==> config.mk <==
export PLATFORM = sky130hd
export DESIGN_NAME = pc_unit_flat
export DESIGN_NICKNAME = d
export VERILOG_FILES = /design/src/logic/rv_pkg.sv /design/src/logic/ctrl_if.sv /design/src/logic/pc_unit.sv /design/src/flat_wrapper.sv
export SDC_FILE = /design/constraint.sdc
export NUM_CORES = 1
export LEC_CHECK = 0
export BUFFER_PORTS_ARGS = -buffer_cell sky130_fd_sc_hd__buf_4
export CAP_MARGIN = 0
export CORE_UTILIZATION = 45
export CTS_CLUSTER_DIAMETER = 80
export CTS_CLUSTER_SIZE = 12
export DETAILED_ROUTE_END_ITERATION = 7
export HOLD_SLACK_MARGIN = 0.03
export PLACE_DENSITY = 0.73
export SYNTH_ARGS = -nofsm -noshare
export SYNTH_HDL_FRONTEND = slang
export SYNTH_SLANG_ARGS = --single-unit
==> constraint.sdc <==
create_clock -name clk -period 9.4 [get_ports clk]
set_clock_uncertainty 0.15 [all_clocks]
set_input_delay 0.94 -clock clk [delete_from_list [all_inputs] [get_ports clk]]
set_output_delay 0.94 -clock clk [all_outputs]
set_load 0.01 [all_outputs]
==> src/logic/rv_pkg.sv <==
`default_nettype none

package rv_pkg;

	typedef logic [63:0] xlen_t;
	typedef logic [4:0]  reg_addr_t;

	localparam xlen_t RESET_PC   = 64'h0; // First fetch after reset
	localparam xlen_t INST_BYTES = 64'd4;

	// Major opcodes of the supported subset
	typedef enum logic [6:0] {
		OPC_OP     = 7'b0110011,
		OPC_OP_IMM = 7'b0010011,
		OPC_LOAD   = 7'b0000011,
		OPC_STORE  = 7'b0100011,
		OPC_BRANCH = 7'b1100011,
		OPC_JAL    = 7'b1101111,
		OPC_JALR   = 7'b1100111,
		OPC_LUI    = 7'b0110111,
		OPC_AUIPC  = 7'b0010111
	} opcode_e;

	// funct3 of OP
	localparam logic [2:0] F3_ADD_SUB = 3'b000;
	localparam logic [2:0] F3_SLL     = 3'b001;
	localparam logic [2:0] F3_SLT     = 3'b010;
	localparam logic [2:0] F3_SLTU    = 3'b011;
	localparam logic [2:0] F3_XOR     = 3'b100;
	localparam logic [2:0] F3_SRL_SRA = 3'b101;
	localparam logic [2:0] F3_OR      = 3'b110;
	localparam logic [2:0] F3_AND     = 3'b111;

	// funct3 of BRANCH
	localparam logic [2:0] F3_BEQ = 3'b000;
	localparam logic [2:0] F3_BNE = 3'b001;
	localparam logic [2:0] F3_BLT = 3'b100;

	typedef enum logic [3:0] {
		ALU_ADD, ALU_SUB, ALU_AND, ALU_OR, ALU_XOR, ALU_SLT,
		ALU_SLTU, ALU_SLL, ALU_SRL, ALU_SRA, ALU_PASS_B
	} alu_op_e;

	typedef enum logic [1:0] {WB_ALU, WB_MEM, WB_PC4} wb_sel_e;
	typedef enum logic {A_RS1, A_PC} a_sel_e;
	typedef enum logic {B_RS2, B_IMM} b_sel_e;
	typedef enum logic [1:0] {PC_PLUS4, PC_BRANCH, PC_JAL, PC_JALR} pc_sel_e;

	// Instruction formats, fields at their architectural bit positions
	typedef struct packed {
		logic [6:0] funct7; // [31:25]
		reg_addr_t  rs2;    // [24:20]
		reg_addr_t  rs1;    // [19:15]
		logic [2:0] funct3; // [14:12]
		reg_addr_t  rd;     // [11:7]
		opcode_e    opcode; // [6:0]
	} r_fmt_t;

	typedef struct packed {
		logic [11:0] imm;
		reg_addr_t   rs1;
		logic [2:0]  funct3;
		reg_addr_t   rd;
		opcode_e     opcode;
	} i_fmt_t;

	typedef struct packed {
		logic [6:0] imm_hi; // imm[11:5]
		reg_addr_t  rs2;
		reg_addr_t  rs1;
		logic [2:0] funct3;
		logic [4:0] imm_lo; // imm[4:0]
		opcode_e    opcode;
	} s_fmt_t;

	typedef struct packed {
		logic       imm12;
		logic [5:0] imm10_5;
		reg_addr_t  rs2;
		reg_addr_t  rs1;
		logic [2:0] funct3;
		logic [3:0] imm4_1;
		logic       imm11;
		opcode_e    opcode;
	} b_fmt_t;

	typedef struct packed {
		logic [19:0] imm; // imm[31:12]
		reg_addr_t   rd;
		opcode_e     opcode;
	} u_fmt_t;

	typedef struct packed {
		logic       imm20;
		logic [9:0] imm10_1;
		logic       imm11;
		logic [7:0] imm19_12;
		reg_addr_t  rd;
		opcode_e    opcode;
	} j_fmt_t;

	typedef union packed {
		r_fmt_t r;
		i_fmt_t i;
		s_fmt_t s;
		b_fmt_t b;
		u_fmt_t u;
		j_fmt_t j;
	} inst_u;

endpackage

`default_nettype wire
==> src/logic/ctrl_if.sv <==
`timescale 1ns/100ps
`default_nettype none

// Decoded control bundle, decoder to datapath and PC unit
interface ctrl_if import rv_pkg::*; (
	input wire logic clk,
	input wire logic rst_n
);

	alu_op_e    alu_op;
	a_sel_e     a_sel;
	b_sel_e     b_sel;
	wb_sel_e    wb_sel;
	pc_sel_e    pc_sel;
	logic       reg_write;
	logic       mem_write;
	logic       mem_read;
	logic [2:0] br_funct3; // Branch condition code

	modport dec (
		input  clk, rst_n,
		output alu_op, a_sel, b_sel, wb_sel, pc_sel,
		output reg_write, mem_write, mem_read, br_funct3
	);

	modport dp (
		input alu_op, a_sel, b_sel, wb_sel, reg_write, mem_write, mem_read
	);

	modport pc (input pc_sel, br_funct3);

endinterface

`default_nettype wire

==> src/logic/pc_unit.sv <==
`timescale 1ns/100ps
`default_nettype none

module pc_unit import rv_pkg::*; (
	input  wire logic clk,
	input  wire logic rst_n,
	ctrl_if.pc        ctrl,
	input  xlen_t     imm,
	input  xlen_t     alu_y,
	input  wire logic zero,
	input  wire logic less,
	output xlen_t     pc,
	output xlen_t     pc_plus4
);

	logic  taken;
	xlen_t next_pc;

	assign pc_plus4 = pc + INST_BYTES;

	// Condition from the ALU flags of rs1 - rs2
	always_comb begin
		case (ctrl.br_funct3)
			F3_BEQ:  taken = zero;
			F3_BNE:  taken = !zero;
			F3_BLT:  taken = less;
			default: taken = 1'b0;
		endcase
	end

	always_comb begin
		case (ctrl.pc_sel)
			PC_BRANCH: next_pc = taken ? pc + imm : pc_plus4;
			PC_JAL:    next_pc = alu_y; // pc + imm from the ALU
			PC_JALR:   next_pc = {alu_y[63:1], 1'b0};
			default:   next_pc = pc_plus4;
		endcase
	end

	always_ff @(posedge clk) begin
		if (!rst_n) begin
			pc <= RESET_PC;
		end else begin
			pc <= next_pc;
		end
	end

	// Alignment must hold for every target the core ever takes
	a_pc_aligned: assert property (
		@(posedge clk) disable iff (!rst_n) ##1 pc[1:0] == 2'b00
	) else $error("misaligned pc %h", pc);

endmodule

`default_nettype wire

==> src/flat_wrapper.sv <==
// flat-port wrapper written by rule: the top's interface ports become plain ports
module pc_unit_flat import rv_pkg::*;
  (clk, rst_n, imm, alu_y, zero, less, pc, pc_plus4, ctrl_pc_sel, ctrl_br_funct3);
  ctrl_if ctrl_i (.clk(clk), .rst_n(rst_n));
  input  wire logic clk;
  input  wire logic rst_n;
  input  xlen_t imm;
  input  xlen_t alu_y;
  input  wire logic zero;
  input  wire logic less;
  output xlen_t pc;
  output xlen_t pc_plus4;
  input wire logic [$bits(ctrl_i.pc_sel)-1:0] ctrl_pc_sel;
  input wire logic [$bits(ctrl_i.br_funct3)-1:0] ctrl_br_funct3;
  assign ctrl_i.pc_sel = ctrl_pc_sel;
  assign ctrl_i.br_funct3 = ctrl_br_funct3;
  pc_unit u_core (.clk(clk), .rst_n(rst_n), .ctrl(ctrl_i), .imm(imm), .alu_y(alu_y), .zero(zero), .less(less), .pc(pc), .pc_plus4(pc_plus4));
endmodule
==> flow_summary.ini <==
[timing]
final-hold-violation-count = 0
min_period_ps = 4430
setup_tns_ps = 0
worst_pin_slew_ps = 912
max_freq_mhz = 226
drv_slew = 0
finalWorstSetupSlack_ps = 4970
setup_viol_count_final = 0
period_share_pct = 47.1
max-slew-margin-rel_pct = 39.1
rsz0062_at_grt = false

[route]
vias = 9377
dr.pass1.iters = 5
drt-total-wl_mm = 31.5
drt_iter0_markers = 908
drcViolationCount = 0
viasPerCell = 6.07
ant_nets = 0
wire_per_inst_um = 20.4

[yosys]
synth_top_area_share_pct = 16.3
synth_adder_area_share_pct = 10.4
synth-compound-area-share_pct = 30.1
yosys.area_share.simple_pct = 24.3
yosysWarnings = 0
synth_area_um2 = 7860
synth_common_cells = nand2_1 (142), a21oi_1 (122), nor2_1 (93), xnor2_1 (70)
synth-seq-area-share_pct = 16.3
synth-xor-area-share_pct = 12.6
synth_top_area_cell = dfxtp_1
synth_ff_type = dfxtp_1
async_reset_ff_share_pct = 0
syn_nets = 1298
synth_mux_area_share_pct = 0.796
synth_edf_count = 0
synth.most_common_cell = nand2_1
synth_area_leaders = dfxtp_1 (16%), ha_1 (10%), xnor2_1 (7.8%)
synth_cell_types = 79
syn-mean-instance-area_um2 = 7.17
synth_cells = 1096
synth_top_family_by_area = compound AO/OA/AOI/OAI gates
ys_ff_latch = 64

[global_route]
grt.overflow.total = 0
grt_pass1_wl_mm = 47.7
grt_max_degree = 48
grt_pass1_vias = 8588
track_usage_pct = 34.1
grt_antenna_before_repair = 0

[place]
post-place-ws_ps = 5110
routabilityCongestion = 0.938
placed_area_um2 = 9870
place_hpwl_mm = 24.6
port_buffers = 264

[cts]
tritoncts = built
ctsResizeCount = 0
clock-sinks = 64
post_cts_buffers = 0
htreeDepth = 3
cts_root_buf = clkbuf_16
cts_buffers = 9
clk_path_buf_depth = 2
clkTransAtPathRegs_ps = 60
cts_hold_buf = 0
clock_latency_ps = 350

[run_status]
status = completed

[worst_setup_path]
worstReg2RegEnd = u_core.pc[60]
required_ps = 8310
crit_end = pc_plus4[47]
reg2reg_from = u_core.pc[0]
cp-end-kind = primary output
critPathMaxStageDelay_ps = 630
worstPathMaxFanout = 7
start_kind = flip-flop
r2r_cells = 12
path_cells = nand3_1 -> nor3_1 -> nand4_1 -> nor3_1 -> nand4_1 -> xnor2_1 -> buf_4
reg2reg_setup_slack_ps = 5660
cp-startpoint = u_core.pc[4]
cp_slowest_cell = nor3_1
cp.arrival_ps = 3340
worstSetupPathType = reg -> out

[final_layout]
syn_to_final_growth_pct = 29.4
num_antenna_cells = 0
largest_reg_flops = 64
nets = 1522
postLayoutCellArea_um2 = 10200
drive_gt1_share_pct = 23.6
fill_cells = 1599
top_regs = u_core.pc: 64 flops
largest-register = u_core.pc

[die]
ios = 265
start_util_pct = 46.8
die_height_um = 134
die_x_um = 134
rows = 47
dieArea_um2 = 18000
core_area_um2 = 16800

[power]
power_density_nw_per_um2 = 122
p_leak_nw = 4.57
worst_ir_drop_vdd_v = 0.0000912

[job]
maxCapViolCount = 0

[worst_hold_path]
hold_path_class = reg -> reg
worst max-delay path, delay by kind of cell (launching register included):
family	cells	cell delay (ps)
xor+xnor	1	310
buf+inv	1	180
simple gates	5	2000
flops	1	490
area by class of cell:
class                   count  area [um2]  share of cell area [%]
clock buffers              11         253                    2.48
clock inverters             5        55.1                   0.541
inverters                  35         131                    1.29
multi-input cells         940        6150                    60.5
flip-flops and latches     64        1280                    12.6
well taps                 220         275                    2.70
repair buffers            270        2030                    19.9
cell usage in the layout, fill, tap and decap left out, types with 16 or more instances in the layout:
master,instances
a21o_1,21
nor3_1,19
o21bai_1,16
xor2_1,41
a21oi_1,122
and3_1,16
o221ai_1,16
nand2_1,142
o21ai_0,61
buf_4,270
nand3_1,30
inv_1,34
a211oi_1,19
and2_1,17
ha_1,64
xnor2_1,70
nand4_1,27
nor2_1,93
dfxtp_1,64
power by group:
part / total (mW) / switching [mW] / leakage, nW / internal, mW
sequential: 0.330 / 0.0365 / 0.532 / 0.293
clock: 0.362 / 0.143 / 0.148 / 0.219
combinational: 0.555 / 0.313 / 3.89 / 0.242
total: 1.25 / 0.492 / 4.57 / 0.755
how the worst min path moves through the flow:
stage | cells after the start | end | from | slack, ps
floorplan | 2 | u_core.pc[0] | u_core.pc[0] | 380
global placement | 2 | u_core.pc[0] | u_core.pc[0] | 360
detailed placement | 2 | u_core.pc[0] | u_core.pc[0] | 360
CTS | 2 | u_core.pc[0] | u_core.pc[0] | 370
global route | 2 | u_core.pc[0] | u_core.pc[0] | 400
finish | 2 | u_core.pc[0] | u_core.pc[0] | 370
per-stage QoR:
step	total power [mW]	cells	utilization, %	hold slack, ps
final	1.25	1545	60.5	374
after global routing	1.31	1545	60.5	397
after CTS	1.24	1545	60.5	372
after detailed placement	0.876	1529	58.7	363
after global placement	0.876	1529	58.7	361
after floorplan	0.674	1096	-	381
metal layers:
layer  track usage [%]  part of all wire [%]  vias to the layer above
met1              48.7                    45                     4407
met3              4.76                   8.2                       38
met5                 0                     0                        -
met4              9.61                   1.9                        0
li1                  -                     -                     4479
met2              52.9                    45                      453
cells by family (layout without fill, tap and decap cells):
group	count (synthesis)	count (layout)
and+or+nand+nor	393	393
AOI/OAI and AO/OA	364	364
xor gates and xnor gates	112	112
buffers and inverters	92	321
adders and majority gates	65	65
DFF	64	64
muxes	6	6
Power figures use the tool's default switching activity.
