`config.mk`:
```
export PLATFORM = sky130hd
export DESIGN_NAME = reg_file
export DESIGN_NICKNAME = d
export VERILOG_FILES = /design/src/logic/rv_pkg.sv /design/src/logic/reg_file.sv
export SDC_FILE = /design/constraint.sdc
export NUM_CORES = 2
export LEC_CHECK = 0
export ABC_AREA = 1
export BUFFER_PORTS_ARGS = -buffer_cell sky130_fd_sc_hd__buf_4
export CAP_MARGIN = 20
export CELL_PAD_IN_SITES_DETAIL_PLACEMENT = 1
export CELL_PAD_IN_SITES_GLOBAL_PLACEMENT = 2
export CORE_MARGIN = 8
export CORE_UTILIZATION = 39
export DETAILED_ROUTE_END_ITERATION = 12
export PLACE_DENSITY_LB_ADDON = 0.1
export SYNTH_ARGS = -nofsm -noshare
export SYNTH_HDL_FRONTEND = slang
export SYNTH_SLANG_ARGS = --single-unit
```
`constraint.sdc`:
```
create_clock -name clk -period 3.3 [get_ports clk]
set_input_delay 0.165 -clock clk [delete_from_list [all_inputs] [get_ports clk]]
set_output_delay 0.165 -clock clk [all_outputs]
set_load 0.05 [all_outputs]
```
`src/logic/rv_pkg.sv`:
```
`default_nettype none

package rv_pkg;

	typedef logic [63:0] xlen_t;
	typedef logic [4:0]  reg_addr_t;

	localparam xlen_t RESET_PC   = 64'h0; // First fetch after reset
	localparam xlen_t INST_BYTES = 64'd4;

	// Major opcodes of the supported subset
	typedef enum logic [6:0] {
		OPC_OP     = 7'b0110011,
		OPC_OP_IMM = 7'b0010011,
		OPC_LOAD   = 7'b0000011,
		OPC_STORE  = 7'b0100011,
		OPC_BRANCH = 7'b1100011,
		OPC_JAL    = 7'b1101111,
		OPC_JALR   = 7'b1100111,
		OPC_LUI    = 7'b0110111,
		OPC_AUIPC  = 7'b0010111
	} opcode_e;

	// funct3 of OP
	localparam logic [2:0] F3_ADD_SUB = 3'b000;
	localparam logic [2:0] F3_SLL     = 3'b001;
	localparam logic [2:0] F3_SLT     = 3'b010;
	localparam logic [2:0] F3_SLTU    = 3'b011;
	localparam logic [2:0] F3_XOR     = 3'b100;
	localparam logic [2:0] F3_SRL_SRA = 3'b101;
	localparam logic [2:0] F3_OR      = 3'b110;
	localparam logic [2:0] F3_AND     = 3'b111;

	// funct3 of BRANCH
	localparam logic [2:0] F3_BEQ = 3'b000;
	localparam logic [2:0] F3_BNE = 3'b001;
	localparam logic [2:0] F3_BLT = 3'b100;

	typedef enum logic [3:0] {
		ALU_ADD, ALU_SUB, ALU_AND, ALU_OR, ALU_XOR, ALU_SLT,
		ALU_SLTU, ALU_SLL, ALU_SRL, ALU_SRA, ALU_PASS_B
	} alu_op_e;

	typedef enum logic [1:0] {WB_ALU, WB_MEM, WB_PC4} wb_sel_e;
	typedef enum logic {A_RS1, A_PC} a_sel_e;
	typedef enum logic {B_RS2, B_IMM} b_sel_e;
	typedef enum logic [1:0] {PC_PLUS4, PC_BRANCH, PC_JAL, PC_JALR} pc_sel_e;

	// Instruction formats, fields at their architectural bit positions
	typedef struct packed {
		logic [6:0] funct7; // [31:25]
		reg_addr_t  rs2;    // [24:20]
		reg_addr_t  rs1;    // [19:15]
		logic [2:0] funct3; // [14:12]
		reg_addr_t  rd;     // [11:7]
		opcode_e    opcode; // [6:0]
	} r_fmt_t;

	typedef struct packed {
		logic [11:0] imm;
		reg_addr_t   rs1;
		logic [2:0]  funct3;
		reg_addr_t   rd;
		opcode_e     opcode;
	} i_fmt_t;

	typedef struct packed {
		logic [6:0] imm_hi; // imm[11:5]
		reg_addr_t  rs2;
		reg_addr_t  rs1;
		logic [2:0] funct3;
		logic [4:0] imm_lo; // imm[4:0]
		opcode_e    opcode;
	} s_fmt_t;

	typedef struct packed {
		logic       imm12;
		logic [5:0] imm10_5;
		reg_addr_t  rs2;
		reg_addr_t  rs1;
		logic [2:0] funct3;
		logic [3:0] imm4_1;
		logic       imm11;
		opcode_e    opcode;
	} b_fmt_t;

	typedef struct packed {
		logic [19:0] imm; // imm[31:12]
		reg_addr_t   rd;
		opcode_e     opcode;
	} u_fmt_t;

	typedef struct packed {
		logic       imm20;
		logic [9:0] imm10_1;
		logic       imm11;
		logic [7:0] imm19_12;
		reg_addr_t  rd;
		opcode_e    opcode;
	} j_fmt_t;

	typedef union packed {
		r_fmt_t r;
		i_fmt_t i;
		s_fmt_t s;
		b_fmt_t b;
		u_fmt_t u;
		j_fmt_t j;
	} inst_u;

endpackage

`default_nettype wire
```
`src/logic/reg_file.sv`:
```
`timescale 1ns/100ps
`default_nettype none

module reg_file import rv_pkg::*; (
	input  wire logic clk,
	input  wire logic rst_n,
	input  wire logic write,
	input  reg_addr_t rs1,
	input  reg_addr_t rs2,
	input  reg_addr_t rd,
	input  xlen_t     wdata,
	output xlen_t     rdata1,
	output xlen_t     rdata2
);

	xlen_t regs [31:1]; // x0 has no storage

	always_ff @(posedge clk) begin
		if (!rst_n) begin
			for (int i = 1; i < 32; i++) begin
				regs[i] <= '0;
			end
		end else if (write && rd != '0) begin
			regs[rd] <= wdata;
		end
	end

	// Combinational reads
	assign rdata1 = (rs1 == '0) ? '0 : regs[rs1];
	assign rdata2 = (rs2 == '0) ? '0 : regs[rs2];

	// A register written on one edge reads back its new value on the next
	a_write_read: assert property (
		@(posedge clk) disable iff (!rst_n)
		(write && rd != '0) |=> (rs1 != $past(rd) || rdata1 == $past(wdata))
	) else $error("register read back stale data");

endmodule

`default_nettype wire

```
==> flow_results.org <==
** Run status
- The run finished, with violations left.
- The checks that failed: setup timing.

** Clock tree
- Clock-pin slew reported for the worst setup and hold paths after clock tree synthesis :: 0.06 ns
- Number of buffers inserted by post-CTS setup repair :: 0
- Clk buf depth :: 4
- CTS built an H-tree with a depth of 4.
- Number of buffers added by the clock tree synthesis step :: 243
- CTS root buffer :: sky130_fd_sc_hd__clkbuf_16
- TritonCTS clock tree :: yes
- Counting every sink on the clock net gives 2048.

** Timing
- The worst pin sits at a relative slew slack of 29.3%.
- Final setup slack of the worst path :: -0.0558 ns
- The count of final max-slew check failures was 0.
- Slew at the pin with the worst max-slew slack :: 1.06 ns
- Post-layout minimum cycle time :: 3.36 ns
- Setup tns final :: -0.0558 ns
- Setup violations remaining at the end of the flow were counted as 1.
- The final hold violation count was 0.
- In the finished design, the share of the clock period the worst path needs comes to 102%.
- Fmax achieved :: 298 MHz
- Setup repair after global routing missed its margin :: false

** Synth
- Yosys printed 0 warnings.
- Post-synthesis instance total :: 14.6k
- The biggest area contributor in the post-synthesis netlist is sky130_fd_sc_hd__edfxtp_1.
- Summed over its instances, the top area cell type makes up 53.7% of the synthesized netlist area.
- Ranked by instance count, the synthesized netlist is headed by 4436 x sky130_fd_sc_hd__nand2_1, 3428 x sky130_fd_sc_hd__nor2_1, 2068 x sky130_fd_sc_hd__nand3_1.
- The average instance in the mapped netlist occupies 7.86 um^2.
- Synthesis inferred 2048 register bits.
- In this run, distinct cell masters in the synthesized netlist total 24.
- By area the synthesized netlist is led by sky130_fd_sc_hd__edfxtp_1 54%, sky130_fd_sc_hd__nand2_1 15%, sky130_fd_sc_hd__nor2_1 11%, sky130_fd_sc_hd__nand3_1 9.0%, sky130_fd_sc_hd__o21ai_0 2.7%.
- Synth async-reset ratio :: 0%
- Most frequent cell after synthesis :: sky130_fd_sc_hd__nand2_1
- The synthesized design contains 2048 enable-type register cells.
- Register area share after synthesis :: 53.7%
- The synthesized netlist occupies a cell area of 114000 um^2.
- Top flip-flop cell by instance count after synthesis :: sky130_fd_sc_hd__edfxtp_1

** Floorplanning
- Starting density of the core :: 39.1%
- FP Rows :: 199
- Area of the die :: 311000 um^2
- Number of placed I/O pins :: 210
- Area of the core :: 293000 um^2
- Die W :: 558 um
- Measured along the y axis, the die boundary spans 558 um.

** Worst setup path
- The most critical setup path has its endpoint at rdata1[27].
- Slowest-stage cell, CP :: sky130_fd_sc_hd__nor2_1
- Data arrival time of the critical path :: 3.19 ns
- Crit end category :: output pin
- Peak per-stage delay on the critical path :: 0.62 ns
- Grouping stages by cell kind, the critical path spends the most delay in buffers and inverters.
- STA classifies the critical path startpoint as an input port.
- The most critical setup path has its startpoint at rs1[0].
- By instance count, the cell type seen most on the critical path is sky130_fd_sc_hd__nand2_1.
- Of all nets on the critical path, the largest fanout is 31.
- STA puts the critical path data required time at 3.13 ns.
- The critical path crosses 14 cells after its start point.
- Together, buffers and inverters on the worst path number 6.
- The signal on the critical path passes through buf_8 -> inv_8 -> buf_12 -> buf_4 -> nand2_1 -> nand3_1 -> nand3_1 -> nand2_1 -> nand2_1 -> nand3_1 -> nand2_1 -> nor2_1 -> buf_4 -> buf_4.
- The critical path is of the in -> out type.

** Placed design
- After detailed placement, the design holds a cell count of 18.0k.
- Worst slack at placement :: 0.0676 ns
- Standard cell area after detailed placement :: 122000 um^2
- Quantity of I/O buffers inserted on ports :: 209
- The congestion estimate from routability-driven global placement came to 0.847.
- Summed over all nets, the half-perimeter wirelength after detailed placement is 329 mm.

** Cells and area
- Net total in the final layout :: 14.6k
- Layout cells sized above 1 :: 8.53%
- The register with the most flip-flops in the layout has 2048 of them.
- Fin area :: 132000 um^2
- Area delta synth->final :: 15.1%
- Excluding fillers, the count of instances in the completed layout stands at 18.6k.
- Largest registers :: regs: 2048 flops
- More flip-flops sit in one register than any other, and that register is regs.

** Pwr
- Reported leakage power :: 55.3 nW
- The worst-case IR drop observed on VDD is 0.000471 V.
- In this run the power density over the cells is 526 nW/um^2.
- After layout, the design draws a total of 69.3 mW.

** Route
- Count of nets left with antenna violations after detail routing :: 0
- The detailed router placed 113k vias in this run.
- Summed over all layers, the routed wires come to 596 mm.
- Mean routed wirelength per cell :: 32.1 um
- Mean number of vias per cell :: 6.08
- Initial drt markers :: 13.5k
- The pre-antenna-repair detailed-routing pass consisted of 6 iterations.
- After detailed routing, the number of remaining DRC violations is 0.

** Global routing
- Overall track demand over capacity in global routing :: 37.1%
- The initial antenna violation count is 28.
- Pin count of the biggest net entering global routing :: 112
- Wire length of the first global-routing pass :: 837 mm
- Via count of the first global-routing pass :: 115k
- Global routing finished with a remaining overflow of 0.

** Hold path
- In this run the most critical hold path is launched from wdata[27].
- Path class of the lowest-slack min-delay path :: in -> reg

** Flow run
- Across the run, the number of max-cap violations was 0.
## cells in the final DEF (no fill, tap or decap)
| cell | n |
|---|---|
| sky130_fd_sc_hd__nor2_2 | 70 |
| sky130_fd_sc_hd__inv_16 | 1 |
| sky130_fd_sc_hd__diode_2 | 12 |
| sky130_fd_sc_hd__dlygate4sd3_1 | 110 |
| sky130_fd_sc_hd__edfxtp_1 | 2048 |
| sky130_fd_sc_hd__buf_6 | 1 |
| sky130_fd_sc_hd__buf_12 | 237 |
| sky130_fd_sc_hd__clkinv_2 | 48 |
| sky130_fd_sc_hd__nand3_2 | 1 |
| sky130_fd_sc_hd__nand2_4 | 62 |
| sky130_fd_sc_hd__o21ai_0 | 611 |
| sky130_fd_sc_hd__and3_1 | 7 |
| sky130_fd_sc_hd__inv_2 | 8 |
| sky130_fd_sc_hd__clkinvlp_4 | 5 |
| sky130_fd_sc_hd__inv_1 | 310 |
| sky130_fd_sc_hd__nor2_1 | 3426 |
| sky130_fd_sc_hd__nand3_4 | 1 |
| sky130_fd_sc_hd__clkbuf_1 | 46 |
| sky130_fd_sc_hd__clkinv_1 | 66 |
| sky130_fd_sc_hd__inv_4 | 1 |
| sky130_fd_sc_hd__buf_16 | 34 |
| sky130_fd_sc_hd__or2_2 | 1 |
| sky130_fd_sc_hd__inv_8 | 6 |
| sky130_fd_sc_hd__nand3_1 | 2068 |
| sky130_fd_sc_hd__nor3_1 | 8 |
| sky130_fd_sc_hd__a21oi_1 | 128 |
| sky130_fd_sc_hd__buf_4 | 488 |
| sky130_fd_sc_hd__clkbuf_8 | 3 |
| sky130_fd_sc_hd__o211ai_1 | 100 |
| sky130_fd_sc_hd__o21ai_1 | 50 |
| sky130_fd_sc_hd__clkinv_8 | 2 |
| sky130_fd_sc_hd__bufinv_16 | 23 |
| sky130_fd_sc_hd__clkbuf_16 | 247 |
| sky130_fd_sc_hd__inv_6 | 2 |
| sky130_fd_sc_hd__buf_8 | 5 |
| sky130_fd_sc_hd__nand2_1 | 4374 |
| sky130_fd_sc_hd__nor2_4 | 2 |
| sky130_fd_sc_hd__nand4_4 | 1 |
| sky130_fd_sc_hd__clkinv_4 | 2 |
| sky130_fd_sc_hd__conb_1 | 64 |
## where the power goes
part           total [mW]  internal, mW  switching [mW]
combinational        11.4          3.06            8.32
sequential           30.9          30.1           0.803
clock                27.1          15.3            11.7
## repair_timing
item	4_1_cts	5_1_grt
endpoints found under the setup margin	0	1
hold buffers	110	0
hold endpoints to repair	905	0
gates resized for setup	0	1
## worst min-delay path by stage
stage | end | cells past startpoint
2_1_floorplan | regs[0][0]$_DFFE_PP_ | 0
3_3_place_gp | regs[0][25]$_DFFE_PP_ | 1
3_5_place_dp | regs[0][26]$_DFFE_PP_ | 1
4_1_cts | regs[0][27]$_DFFE_PP_ | 2
5_1_grt | regs[0][27]$_DFFE_PP_ | 2
6_report | regs[0][27]$_DFFE_PP_ | 2
## stage by stage
stage / hold slack [ns] / utilization, %
after floorplan: 0.264 / -
after global placement: 0.352 / 41.7
after detailed placement: 0.355 / 41.7
after CTS: 0.00867 / 44.7
after global routing: 0.0415 / 45.0
final: 0.0474 / 45.0
## layer usage
metal,track usage [%],vias to the layer above,wire length [um]
met3,6.61,1785,54900
met1,46.2,57500,227000
met4,22.6,23,42300
met2,60.1,6305,271000
met5,0,-,187
li1,-,47400,-
## cell type report
cell class	instances	area, um^2
timing repair buffer	878	10600
tap	3919	4900
fill	34800	161000
multi-input combinational	11000	45900
clock inverter	147	1280
clock buffer	293	6350
inverter	327	1290
sequential	2048	61500
antenna	12	30.0
## logic make-up after synthesis
group / after synthesis / synth area share, %
AND/OR/NAND/NOR: 10000 / 35.3
flip-flops: 2048 / 53.7
buffers and inverters: 1613 / 6.85
AO/OA/AOI/OAI: 889 / 4.11
other: 1 / 0.00328
No activity file was read; power rests on OpenSTA's default activity.
