<file path="src/logic/rv_pkg.sv">
`default_nettype none

package rv_pkg;

	typedef logic [63:0] xlen_t;
	typedef logic [4:0]  reg_addr_t;

	localparam xlen_t RESET_PC   = 64'h0; // First fetch after reset
	localparam xlen_t INST_BYTES = 64'd4;

	// Major opcodes of the supported subset
	typedef enum logic [6:0] {
		OPC_OP     = 7'b0110011,
		OPC_OP_IMM = 7'b0010011,
		OPC_LOAD   = 7'b0000011,
		OPC_STORE  = 7'b0100011,
		OPC_BRANCH = 7'b1100011,
		OPC_JAL    = 7'b1101111,
		OPC_JALR   = 7'b1100111,
		OPC_LUI    = 7'b0110111,
		OPC_AUIPC  = 7'b0010111
	} opcode_e;

	// funct3 of OP
	localparam logic [2:0] F3_ADD_SUB = 3'b000;
	localparam logic [2:0] F3_SLL     = 3'b001;
	localparam logic [2:0] F3_SLT     = 3'b010;
	localparam logic [2:0] F3_SLTU    = 3'b011;
	localparam logic [2:0] F3_XOR     = 3'b100;
	localparam logic [2:0] F3_SRL_SRA = 3'b101;
	localparam logic [2:0] F3_OR      = 3'b110;
	localparam logic [2:0] F3_AND     = 3'b111;

	// funct3 of BRANCH
	localparam logic [2:0] F3_BEQ = 3'b000;
	localparam logic [2:0] F3_BNE = 3'b001;
	localparam logic [2:0] F3_BLT = 3'b100;

	typedef enum logic [3:0] {
		ALU_ADD, ALU_SUB, ALU_AND, ALU_OR, ALU_XOR, ALU_SLT,
		ALU_SLTU, ALU_SLL, ALU_SRL, ALU_SRA, ALU_PASS_B
	} alu_op_e;

	typedef enum logic [1:0] {WB_ALU, WB_MEM, WB_PC4} wb_sel_e;
	typedef enum logic {A_RS1, A_PC} a_sel_e;
	typedef enum logic {B_RS2, B_IMM} b_sel_e;
	typedef enum logic [1:0] {PC_PLUS4, PC_BRANCH, PC_JAL, PC_JALR} pc_sel_e;

	// Instruction formats, fields at their architectural bit positions
	typedef struct packed {
		logic [6:0] funct7; // [31:25]
		reg_addr_t  rs2;    // [24:20]
		reg_addr_t  rs1;    // [19:15]
		logic [2:0] funct3; // [14:12]
		reg_addr_t  rd;     // [11:7]
		opcode_e    opcode; // [6:0]
	} r_fmt_t;

	typedef struct packed {
		logic [11:0] imm;
		reg_addr_t   rs1;
		logic [2:0]  funct3;
		reg_addr_t   rd;
		opcode_e     opcode;
	} i_fmt_t;

	typedef struct packed {
		logic [6:0] imm_hi; // imm[11:5]
		reg_addr_t  rs2;
		reg_addr_t  rs1;
		logic [2:0] funct3;
		logic [4:0] imm_lo; // imm[4:0]
		opcode_e    opcode;
	} s_fmt_t;

	typedef struct packed {
		logic       imm12;
		logic [5:0] imm10_5;
		reg_addr_t  rs2;
		reg_addr_t  rs1;
		logic [2:0] funct3;
		logic [3:0] imm4_1;
		logic       imm11;
		opcode_e    opcode;
	} b_fmt_t;

	typedef struct packed {
		logic [19:0] imm; // imm[31:12]
		reg_addr_t   rd;
		opcode_e     opcode;
	} u_fmt_t;

	typedef struct packed {
		logic       imm20;
		logic [9:0] imm10_1;
		logic       imm11;
		logic [7:0] imm19_12;
		reg_addr_t  rd;
		opcode_e    opcode;
	} j_fmt_t;

	typedef union packed {
		r_fmt_t r;
		i_fmt_t i;
		s_fmt_t s;
		b_fmt_t b;
		u_fmt_t u;
		j_fmt_t j;
	} inst_u;

endpackage

`default_nettype wire
</file>
<file path="src/logic/ctrl_if.sv">
`timescale 1ns/100ps
`default_nettype none

// Decoded control bundle, decoder to datapath and PC unit
interface ctrl_if import rv_pkg::*; (
	input wire logic clk,
	input wire logic rst_n
);

	alu_op_e    alu_op;
	a_sel_e     a_sel;
	b_sel_e     b_sel;
	wb_sel_e    wb_sel;
	pc_sel_e    pc_sel;
	logic       reg_write;
	logic       mem_write;
	logic       mem_read;
	logic [2:0] br_funct3; // Branch condition code

	modport dec (
		input  clk, rst_n,
		output alu_op, a_sel, b_sel, wb_sel, pc_sel,
		output reg_write, mem_write, mem_read, br_funct3
	);

	modport dp (
		input alu_op, a_sel, b_sel, wb_sel, reg_write, mem_write, mem_read
	);

	modport pc (input pc_sel, br_funct3);

endinterface

`default_nettype wire

</file>
<file path="src/logic/inst_decoder.sv">
`timescale 1ns/100ps
`default_nettype none

module inst_decoder import rv_pkg::*; (
	input  inst_u     inst,
	output reg_addr_t rs1,
	output reg_addr_t rs2,
	output reg_addr_t rd,
	output xlen_t     imm,
	ctrl_if.dec       ctrl
);

	logic known_op; // Low for an opcode outside the subset
	logic alt;      // Bit 30 selects SUB and SRA

	// Register fields sit at the same place in every format
	assign rs1 = inst.r.rs1;
	assign rs2 = inst.r.rs2;
	assign rd  = inst.r.rd;
	assign alt = inst.r.funct7[5];

	// Immediate, one format view per opcode
	always_comb begin
		case (inst.r.opcode)
			OPC_OP_IMM, OPC_LOAD, OPC_JALR:
				imm = {{52{inst.i.imm[11]}}, inst.i.imm};
			OPC_STORE:
				imm = {{52{inst.s.imm_hi[6]}}, inst.s.imm_hi, inst.s.imm_lo};
			OPC_BRANCH:
				imm = {{51{inst.b.imm12}}, inst.b.imm12, inst.b.imm11,
					inst.b.imm10_5, inst.b.imm4_1, 1'b0};
			OPC_LUI, OPC_AUIPC:
				imm = {{32{inst.u.imm[19]}}, inst.u.imm, 12'h000};
			OPC_JAL:
				imm = {{43{inst.j.imm20}}, inst.j.imm20, inst.j.imm19_12,
					inst.j.imm11, inst.j.imm10_1, 1'b0};
			default:
				imm = '0; // R-type has none
		endcase
	end

	always_comb begin
		ctrl.alu_op    = ALU_ADD;
		ctrl.a_sel     = A_RS1;
		ctrl.b_sel     = B_RS2;
		ctrl.wb_sel    = WB_ALU;
		ctrl.pc_sel    = PC_PLUS4;
		ctrl.reg_write = 1'b0;
		ctrl.mem_write = 1'b0;
		ctrl.mem_read  = 1'b0;
		ctrl.br_funct3 = inst.b.funct3;
		known_op       = 1'b1;

		case (inst.r.opcode)
			OPC_OP: begin
				ctrl.reg_write = 1'b1;
				case (inst.r.funct3)
					F3_ADD_SUB: ctrl.alu_op = alt ? ALU_SUB : ALU_ADD;
					F3_SLL:     ctrl.alu_op = ALU_SLL;
					F3_SLT:     ctrl.alu_op = ALU_SLT;
					F3_SLTU:    ctrl.alu_op = ALU_SLTU;
					F3_XOR:     ctrl.alu_op = ALU_XOR;
					F3_SRL_SRA: ctrl.alu_op = alt ? ALU_SRA : ALU_SRL;
					F3_OR:      ctrl.alu_op = ALU_OR;
					F3_AND:     ctrl.alu_op = ALU_AND;
				endcase
			end
			OPC_OP_IMM: begin // ADDI only
				ctrl.b_sel     = B_IMM;
				ctrl.reg_write = 1'b1;
			end
			OPC_LOAD: begin
				ctrl.b_sel     = B_IMM;
				ctrl.wb_sel    = WB_MEM;
				ctrl.reg_write = 1'b1;
				ctrl.mem_read  = 1'b1;
			end
			OPC_STORE: begin
				ctrl.b_sel     = B_IMM;
				ctrl.mem_write = 1'b1;
			end
			OPC_BRANCH: begin
				ctrl.alu_op = ALU_SUB; // Zero flag gives equality
				ctrl.pc_sel = PC_BRANCH;
			end
			OPC_JAL: begin
				ctrl.a_sel     = A_PC;
				ctrl.b_sel     = B_IMM;
				ctrl.wb_sel    = WB_PC4;
				ctrl.pc_sel    = PC_JAL;
				ctrl.reg_write = 1'b1;
			end
			OPC_JALR: begin
				ctrl.b_sel     = B_IMM;
				ctrl.wb_sel    = WB_PC4;
				ctrl.pc_sel    = PC_JALR;
				ctrl.reg_write = 1'b1;
			end
			OPC_LUI: begin
				ctrl.alu_op    = ALU_PASS_B;
				ctrl.b_sel     = B_IMM;
				ctrl.reg_write = 1'b1;
			end
			OPC_AUIPC: begin
				ctrl.a_sel     = A_PC;
				ctrl.b_sel     = B_IMM;
				ctrl.reg_write = 1'b1;
			end
			default: known_op = 1'b0;
		endcase
	end

	// Fetch must only ever deliver opcodes of the subset once running
	a_known_opcode: assert property (
		@(posedge ctrl.clk) disable iff (!ctrl.rst_n) known_op
	) else $error("unsupported opcode %07b", inst.r.opcode);

endmodule

`default_nettype wire

</file>
<file path="src/flat_wrapper.sv">
// flat-port wrapper written by rule: the top's interface ports become plain ports
module inst_decoder_flat import rv_pkg::*;
  (inst, rs1, rs2, rd, imm, clk, rst_n, ctrl_alu_op, ctrl_a_sel, ctrl_b_sel, ctrl_wb_sel, ctrl_pc_sel, ctrl_reg_write, ctrl_mem_write, ctrl_mem_read, ctrl_br_funct3);
  ctrl_if ctrl_i (.clk(clk), .rst_n(rst_n));
  input  inst_u inst;
  output reg_addr_t rs1;
  output reg_addr_t rs2;
  output reg_addr_t rd;
  output xlen_t imm;
  input wire logic clk;
  input wire logic rst_n;
  output wire logic [$bits(ctrl_i.alu_op)-1:0] ctrl_alu_op;
  output wire logic [$bits(ctrl_i.a_sel)-1:0] ctrl_a_sel;
  output wire logic [$bits(ctrl_i.b_sel)-1:0] ctrl_b_sel;
  output wire logic [$bits(ctrl_i.wb_sel)-1:0] ctrl_wb_sel;
  output wire logic [$bits(ctrl_i.pc_sel)-1:0] ctrl_pc_sel;
  output wire logic [$bits(ctrl_i.reg_write)-1:0] ctrl_reg_write;
  output wire logic [$bits(ctrl_i.mem_write)-1:0] ctrl_mem_write;
  output wire logic [$bits(ctrl_i.mem_read)-1:0] ctrl_mem_read;
  output wire logic [$bits(ctrl_i.br_funct3)-1:0] ctrl_br_funct3;
  assign ctrl_alu_op = ctrl_i.alu_op;
  assign ctrl_a_sel = ctrl_i.a_sel;
  assign ctrl_b_sel = ctrl_i.b_sel;
  assign ctrl_wb_sel = ctrl_i.wb_sel;
  assign ctrl_pc_sel = ctrl_i.pc_sel;
  assign ctrl_reg_write = ctrl_i.reg_write;
  assign ctrl_mem_write = ctrl_i.mem_write;
  assign ctrl_mem_read = ctrl_i.mem_read;
  assign ctrl_br_funct3 = ctrl_i.br_funct3;
  inst_decoder u_core (.inst(inst), .rs1(rs1), .rs2(rs2), .rd(rd), .imm(imm), .ctrl(ctrl_i));
endmodule
</file>
<file path="config.mk">
export PLATFORM = sky130hd
export DESIGN_NAME = inst_decoder_flat
export DESIGN_NICKNAME = d
export VERILOG_FILES = /design/src/logic/rv_pkg.sv /design/src/logic/ctrl_if.sv /design/src/logic/inst_decoder.sv /design/src/flat_wrapper.sv
export SDC_FILE = /design/constraint.sdc
export NUM_CORES = 1
export LEC_CHECK = 0
export BUFFER_PORTS_ARGS = -buffer_cell sky130_fd_sc_hd__buf_2
export CORE_UTILIZATION = 37
export DETAILED_ROUTE_END_ITERATION = 12
export MAX_ROUTING_LAYER = met4
export PLACE_DENSITY = 0.95
export SLEW_MARGIN = 10
export SYNTH_ARGS = -nofsm -noshare
export SYNTH_HDL_FRONTEND = slang
export SYNTH_SLANG_ARGS = --single-unit
export TNS_END_PERCENT = 50
</file>
<file path="constraint.sdc">
create_clock -name vclk -period 6
set_input_delay 1.2 -clock vclk [all_inputs]
set_output_delay 1.2 -clock vclk [all_outputs]
set_load 0.03 [all_outputs]
</file>
==> flow_summary.ini, run 1 <==
[logic_synthesis]
syn_nets = 187
post_synth_instance_area_mm2 = 0.001030
yosysSeqAreaShare_pct = 0
netlist_instances = 153
synth_area_per_cell_um2 = 6.730
synth_cell_type_count = 33
yosysWarnings = 0

[power]
ir_worst_vdd_mv = 0.05301
power_frac_seq_pct = 0
switching_power_uw = 60.46
static_power_due_to_leakage_uw = 0.001030
clockPowerShare_pct = 0
internal_power_uw = 27.94
sw_frac_of_total_pct = 68.39
power_density_over_the_cells_mw_per_mm2 = 68.00
p_comb_share_pct = 100.0

[finish]
clock_buffers = 0
synthToLayoutAreaGrowth_pct = 26.25
layout_common_cells = 127 x buf_2, 19 x a21o_1, 13 x nor2_1, 9 x nand2_1
post_layout_nonfiller_instances = 255
layout.cells.most_common = buf_2
post_route_cells_drive_above_1_share_pct = 60.00
antenna_diode_instance_count = 0
n_sequential_cell = 0
number_of_nets_in_the_layout = 261
regArea_um2 = 0

[timing]
final.period_utilization_pct = 63.81
post-route-min-period_ps = 3828
tns_ps = 0
maxSlewHeadroom_pct = 52.75
report.final.hold_viol_count = 0
fmaxAchievable_mhz = 261.2
tightest_slew_ps = 706.9
setup-violations-final = 0
rsz0062_at_grt = no
maxSlewViolCount = 0

[detailed_routing]
route.antenna.remaining_nets = 0
average_wire_per_cell_in_the_routed_design_um = 11.66
routed_via_count = 1250
first_pass_detailed_route_iteration_total = 4
viasPerCell = 4.902
route.detailed.drc = 0
drt-initial-drc-count = 22
detail_route.wirelength_um = 2973

[die]
placeableCoreArea_mm2 = 0.002545
die_area_mm2 = 0.002998
number_of_primary_i_o_pins = 129
starting_density_of_the_core_pct = 40.46
dieWidth_um = 54.76
die_height_um = 54.76
fp_rows = 18

[critical_path]
sort_of_element_at_the_start_of_the_critical_path = input pin
cp.required_ps = 4800
timing_worst_setup_path_type = in2out
timing.critical_path.arrival_ps = 2630
path_max_fanout = 13
endpoint_kind = primary output

[placement]
finalWeightedCongestion = 0.8169
dp_cells = 255
placement.io_buffers = 127
hpwl_um = 2500

[clock_network]
post_cts_resize_count = 0
cts.hold.buffers_added = 0
post_cts.repair.setup_buffers = 0

[grt]
grt-ovfl-total = 0
grt_usage_pct = 16.78
grt_max_degree = 34
antenna_found_initial = 0
number_of_global_route_vias_before_repair = 857
first_pass_grt_wire_length_um = 3753

[outcome]
status = finished, final reports clean

[job]
timing.max_cap.violations = 0

[min_path]
timing.hold.worst.class = in2out
==> metal layers <==
layer / track usage, % / up-vias / part of all wire [%]
met5: - / - / 0
met4: 0 / 0 / 0
met3: 0.5556 / 0 / 11
met2: 31.33 / 84 / 49
met1: 20.87 / 543 / 39
li1: - / 623 / -
==> area by class of cell <==
cell class | instances | area [um^2]
fill | 279 | 1245
timing repair buffer | 128 | 643.1
multi-input combinational | 93 | 604.3
tap | 30 | 37.54
inverter | 4 | 15.01
==> power by group through the flow <==
stage | Sequential, uW | Clock [uW] | Combinational [uW]
finish | 0 | 0 | 88.4
global route | 0 | 0 | 95.3
CTS | 0 | 0 | 88.7
detailed placement | 0 | 0 | 88.5
global placement | 0 | 0 | 87.5
floorplan | 0 | 0 | 71.1
==> worst max-delay path, stage by stage <==
cell	delay (ps)
buf_2	170
nor2_1	220
and3_1	480
a21o_2	240
a21o_1	130
buf_2	190
==> cells in the mapped netlist (2+ instances only) <==
master    count  area, um^2
nand2_1       9       33.78
a22o_1        5       43.79
nor2_1       13       48.80
buf_4        50       375.4
and3_1        4       25.02
nand2b_1      3       18.77
inv_1         4       15.01
a21o_1       19       142.6
buf_2         4       20.02
nand3b_1      2       15.01
a32o_1        3       30.03
a21oi_1       4       20.02
and2_2        3       22.52
nand3_1       2       10.01
nor2b_1       4       25.02
o21ai_0       5       25.02
and2_1        3       18.77
==> cells by family (layout without fill, tap and decap cells) <==
family                 count (synthesis)  after routing  share of synthesized area (%)
AO/OA/AOI/OAI                         43             43                          30.50
XOR/XNOR                               1              1                         0.8507
buffers and inverters                 60            132                          41.31
AND/OR/NAND/NOR                       49             49                          27.34
==> through the flow <==
step / cell area, um^2 / setup slack [ps] / util [%] / hold slack (ps) / total power, uW
final: 1300 / 2172 / 51.08 / 2669 / 88.40
after global routing: 1300 / 2039 / 51.08 / 2674 / 95.31
after CTS: 1300 / 2151 / 51.08 / 2669 / 88.69
after detailed placement: 1300 / 2153 / 51.08 / 2669 / 88.50
after global placement: 1300 / 2182 / 51.08 / 2666 / 87.50
after floorplan: 1030 / 839.5 / - / 2522 / 71.14
==> path summary, 6_finish.rpt <==
check	slack, ps	cells past startpoint	endpoint	from
worst max-delay path	2170	6	imm[16]	inst[6]
worst min-delay path	2670	2	rs1[2]	inst[17]
Note: power is estimated with default switching activity, not from simulation.
==> inputs of run 2 (changes only) <==
--- a/config.mk
+++ b/config.mk
@@ -6,10 +6,10 @@
 export NUM_CORES = 1
 export LEC_CHECK = 0
 export BUFFER_PORTS_ARGS = -buffer_cell sky130_fd_sc_hd__buf_2
-export CORE_UTILIZATION = 37
+export CORE_UTILIZATION = 34
 export DETAILED_ROUTE_END_ITERATION = 12
 export MAX_ROUTING_LAYER = met4
-export PLACE_DENSITY = 0.95
+export PLACE_DENSITY = 0.88
 export SLEW_MARGIN = 10
 export SYNTH_ARGS = -nofsm -noshare
 export SYNTH_HDL_FRONTEND = slang
==> constraint.sdc (replaced) <==
create_clock -name vclk -period 3.6
set_input_delay 0.72 -clock vclk [all_inputs]
set_output_delay 0.72 -clock vclk [all_outputs]
set_load 0.03 [all_outputs]
==> run 2 against run 1 <==
  * The flow now finishes with violations (design-rule violations)
  * Final cell count is the same
  * Die area up 8.5%
  * Setup slack worse by 1500 ps
  * Critical path type unchanged
  * Largest cell class unchanged
==> flow_summary.ini, run 2 (synthesis results as in run 1) <==
[placement]
postPlaceCellArea_mm2 = 0.001301
finalWeightedCongestion = 0.8889
hpwl_um = 2360
placement.io_buffers = 127

[outcome]
failed_checks = design-rule violations
status = finished with violations

[timing]
tns_ps = 0
maxSlewViolCount = 0
maxSlewHeadroom_pct = 54.05
fmaxAchievable_mhz = 343.3
setup-violations-final = 0
tightest_slew_ps = 687.4
post-route-min-period_ps = 2913
final.period_utilization_pct = 80.91
rsz0062_at_grt = no
report.final.hold_viol_count = 0

[critical_path]
sort_of_element_at_the_start_of_the_critical_path = input pin
path_max_fanout = 33
timing.critical_path.arrival_ps = 2190
timing_worst_setup_path_type = in2out
cp.required_ps = 2880
endpoint_kind = primary output

[die]
starting_density_of_the_core_pct = 36.71
die_area_mm2 = 0.003253
dieWidth_um = 57.04
placeableCoreArea_mm2 = 0.002805
number_of_primary_i_o_pins = 129
fp_rows = 19
die_height_um = 57.04

[grt]
number_of_global_route_vias_before_repair = 973
grt_max_degree = 34
first_pass_grt_wire_length_um = 4367
grt_usage_pct = 16.43
antenna_found_initial = 0
grt-ovfl-total = 0

[finish]
layout.cells.most_common = buf_2
n_sequential_cell = 0
post_route_cells_drive_above_1_share_pct = 60.27
antenna_diode_instance_count = 0
number_of_nets_in_the_layout = 260
final.fill_count = 291
layout_common_cells = 127 x buf_2, 19 x a21o_1, 12 x nor2_1, 9 x nand2_1
synthToLayoutAreaGrowth_pct = 26.37
clock_buffers = 0
stdcell_area_mm2 = 0.001301
regArea_um2 = 0

[detailed_routing]
routed_via_count = 1249
detail_route.wirelength_um = 2923
viasPerCell = 4.898
routed.top_layer = met3
wl_met1_um = 1257
first_pass_detailed_route_iteration_total = 8
average_wire_per_cell_in_the_routed_design_um = 11.46
route.detailed.drc = 18
route.met2.wl_um = 1434
route.antenna.remaining_nets = 0
routed-wl-met3_um = 230
drt-initial-drc-count = 39

[clock_network]
post_cts.repair.setup_buffers = 0
cts.hold.buffers_added = 0
post_cts_resize_count = 0

[power]
internal_power_uw = 46.36
static_power_due_to_leakage_uw = 0.001025
switching_power_uw = 101.8
power_frac_seq_pct = 0
sw_frac_of_total_pct = 68.72
ir_worst_vdd_mv = 0.05365
p_comb_share_pct = 100.0
clockPowerShare_pct = 0
power_density_over_the_cells_mw_per_mm2 = 113.9

[min_path]
timing.hold.worst.class = in2out
worst_hold_path_stage_count = 2
hold_start = inst[16]
worstHoldEndpoint = rs1[1]

[job]
timing.max_cap.violations = 0
==> run 2: changes by cell type in the layout (fill, tap and decap cells not counted), sizes merged <==
cell  previous run  this run
buf            128       127
==> run 2: worst max path at each step <==
stage,from,end,slack [ps],depth (start not counted)
after global placement,inst[4],imm[31],690,6
after floorplan,inst[4],imm[32],270,6
after detailed placement,inst[4],imm[39],660,6
after CTS,inst[4],imm[39],650,6
after global routing,inst[6],imm[61],480,6
final,inst[6],imm[39],690,6
==> run 2: per-stage QoR <==
stage	utilization (%)	setup WS, ps	hold WS [ps]	cells	total power [uW]
after floorplan	-	268.5	1562	153	118.7
final	46.39	687.1	1705	255	148.2
after detailed placement	46.39	656.1	1708	255	147.5
after global routing	46.39	482.8	1714	255	158.0
after global placement	46.39	686.1	1704	255	146.5
after CTS	46.39	653.1	1708	255	147.9
==> run 2: cell type report <==
type	instances	area (um^2)	share of cell area [%]
Multi-Input combinational cell	93	611.8	47.02
Inverter	4	15.01	1.154
Tap cell	31	38.79	2.981
Timing Repair Buffer	127	635.6	48.85
==> run 2: worst max-delay path, cell delays in order <==
cell	delay, ps
buf_2	220
nand3b_1	170
nor2_1	290
a31oi_1	120
nor2_4	380
buf_2	280
==> run 2: power groups by stage <==
stage | Sequential, uW | Combinational (uW) | Clock, uW
2_1_floorplan | 0 | 119 | 0
3_3_place_gp | 0 | 146 | 0
3_5_place_dp | 0 | 147 | 0
4_1_cts | 0 | 148 | 0
5_1_grt | 0 | 158 | 0
6_report | 0 | 148 | 0
==> run 2: routing by layer <==
metal,up-vias,track usage (%)
met3,0,0.9070
met4,0,1.742
met5,-,-
met2,76,28.57
met1,549,21.70
li1,624,-
==> inputs of run 3 (changes only) <==
--- a/config.mk
+++ b/config.mk
@@ -6,10 +6,10 @@
 export NUM_CORES = 1
 export LEC_CHECK = 0
 export BUFFER_PORTS_ARGS = -buffer_cell sky130_fd_sc_hd__buf_2
-export CORE_UTILIZATION = 34
+export CORE_UTILIZATION = 31
 export DETAILED_ROUTE_END_ITERATION = 12
 export MAX_ROUTING_LAYER = met4
-export PLACE_DENSITY = 0.88
+export PLACE_DENSITY = 0.85
 export SLEW_MARGIN = 10
 export SYNTH_ARGS = -nofsm -noshare
 export SYNTH_HDL_FRONTEND = slang
==> constraint.sdc (replaced) <==
create_clock -name vclk -period 2.6
set_input_delay 0.52 -clock vclk [all_inputs]
set_output_delay 0.52 -clock vclk [all_outputs]
set_load 0.03 [all_outputs]
==> run 3 against run 2 <==
  * The flow now finishes without violations
  * Via count up 2.2%
  * Wire length increased by 8.4%
  * Critical path depth is the same
  * Count of clock-buffer cells in the layout stayed put
  * Setup slack worse by 480 ps
  * Cell area up 4.5%
  * Die area grew 9.3%
  * Non-clock buffer count rose by 3
  * Power increased by 42%
  * First-iteration DRC count unchanged
  * Global-route usage shrank 0.72 points
  * Final cell count grew 6.3%
  * Critical path type unchanged
==> flow_summary.ini, run 3 (synthesis results as in run 1) <==
[min_path]
worst_hold_path_stage_count = 2
timing.hold.worst.class = in2out
hold_start = inst[17]
worstHoldEndpoint = rs1[2]

[timing]
worst_slack_ps = 204.0
setup-violations-final = 0
tns_ps = 0
fmaxAchievable_mhz = 417.4
maxSlewViolCount = 0
post-route-min-period_ps = 2396
maxSlewHeadroom_pct = 67.24
report.final.hold_viol_count = 0
fin_worst_hold_slack_ps = 1306
rsz0062_at_grt = no
tightest_slew_ps = 486.3
final.period_utilization_pct = 92.16

[critical_path]
cp.required_ps = 2080
endpoint_kind = primary output
sort_of_element_at_the_start_of_the_critical_path = input pin
critical_path.most_common_cell = buf_2
critPathSlowestCell = and4bb_4
critPathBufInv = 2
timing.critical_path.arrival_ps = 1880
crit_chain = buf_2 -> and4bb_4 -> a32o_1 -> and2_4 -> a21o_1 -> buf_2
path_max_fanout = 11
crit_family = simple AND/OR/NAND/NOR gates
worst_path_largest_cell_delay_ps = 380
timing_worst_setup_path_type = in2out

[detailed_routing]
route.detailed.drc = 0
viasPerCell = 4.712
route.antenna.remaining_nets = 0
average_wire_per_cell_in_the_routed_design_um = 11.69
drt-initial-drc-count = 39
routed_via_count = 1277
detail_route.wirelength_um = 3169
first_pass_detailed_route_iteration_total = 4

[finish]
regArea_um2 = 0
post_layout_nonfiller_instances = 271
post_route_cells_drive_above_1_share_pct = 61.23
layout_common_cells = 127 x buf_2, 19 x a21o_1, 11 x nor2_1, 9 x nand2_1
n_sequential_cell = 0
antenna_diode_instance_count = 0
layout.cells.most_common = buf_2
number_of_nets_in_the_layout = 263
fin_util_pct = 43.83
synthToLayoutAreaGrowth_pct = 32.08
clock_buffers = 0

[power]
internal_power_uw = 66.25
static_power_due_to_leakage_uw = 0.001044
power_density_over_the_cells_mw_per_mm2 = 154.2
p_comb_share_pct = 100.0
power_frac_seq_pct = 0
sw_frac_of_total_pct = 68.41
clockPowerShare_pct = 0
ir_worst_vdd_mv = 0.06275
switching_power_uw = 143.5

[clock_network]
cts.hold.buffers_added = 0
post_cts_resize_count = 0
post_cts.repair.setup_buffers = 0

[die]
die_height_um = 59.64
dieWidth_um = 59.64
die_area_mm2 = 0.003556
placeableCoreArea_mm2 = 0.003103
fp_rows = 20
number_of_primary_i_o_pins = 129
starting_density_of_the_core_pct = 33.19

[grt]
number_of_global_route_vias_before_repair = 940
antenna_found_initial = 0
grt_max_degree = 34
first_pass_grt_wire_length_um = 4360
grt-ovfl-total = 0
grt_usage_pct = 15.71

[outcome]
status = finished, final reports clean

[placement]
placement.io_buffers = 127
dp_cells = 271
placement.setup.worst_slack_ps = 215.1
hpwl_um = 2653
finalWeightedCongestion = 0.9470

[job]
timing.max_cap.violations = 0
## run 3: changes by cell type in the layout (fill, tap and decap cells not counted)
cell    delta
nor2_4     +1
buf_12     +1
buf_4      +2
nor2_1     -1
## run 3: power by group through the flow
stage,registers [uW],logic (uW),clock network [uW]
2_1_floorplan,0,165,0
3_3_place_gp,0,205,0
3_5_place_dp,0,209,0
4_1_cts,0,210,0
5_1_grt,0,224,0
6_report,0,210,0
## run 3: final cells by class
cell class,count,area [um^2]
multi-input cells,93,619.3
repair buffers,130,670.6
fillers,348,1743
inverters,4,15.01
well taps,44,55.05
## run 3: worst max-delay path by stage
| stage | start | endpoint | slack, ps | cells after the start |
|---|---|---|---|---|
| floorplan | inst[4] | imm[32] | -30 | 6 |
| global placement | inst[2] | imm[28] | 220 | 6 |
| detailed placement | inst[2] | imm[25] | 220 | 6 |
| CTS | inst[2] | imm[25] | 210 | 6 |
| global route | inst[2] | imm[25] | 120 | 6 |
| finish | inst[2] | imm[27] | 200 | 6 |
## run 3: metrics by stage
| step | instance area (um^2) | total power [uW] |
|---|---|---|
| 2_1_floorplan | 1045 | 165.2 |
| 6_report | 1360 | 209.7 |
| 5_1_grt | 1360 | 223.9 |
| 4_1_cts | 1360 | 209.6 |
| 3_3_place_gp | 1360 | 205.3 |
| 3_5_place_dp | 1360 | 209.1 |
## run 3: per-layer routing
metal	wire length, um	track usage (%)	part of all wire, %	up-vias
met3	298	1.092	9.4	0
met4	0	1.329	0	0
met2	1563	27.29	49	89
met1	1307	20.65	41	558
met5	0	-	0	-
li1	-	-	-	630
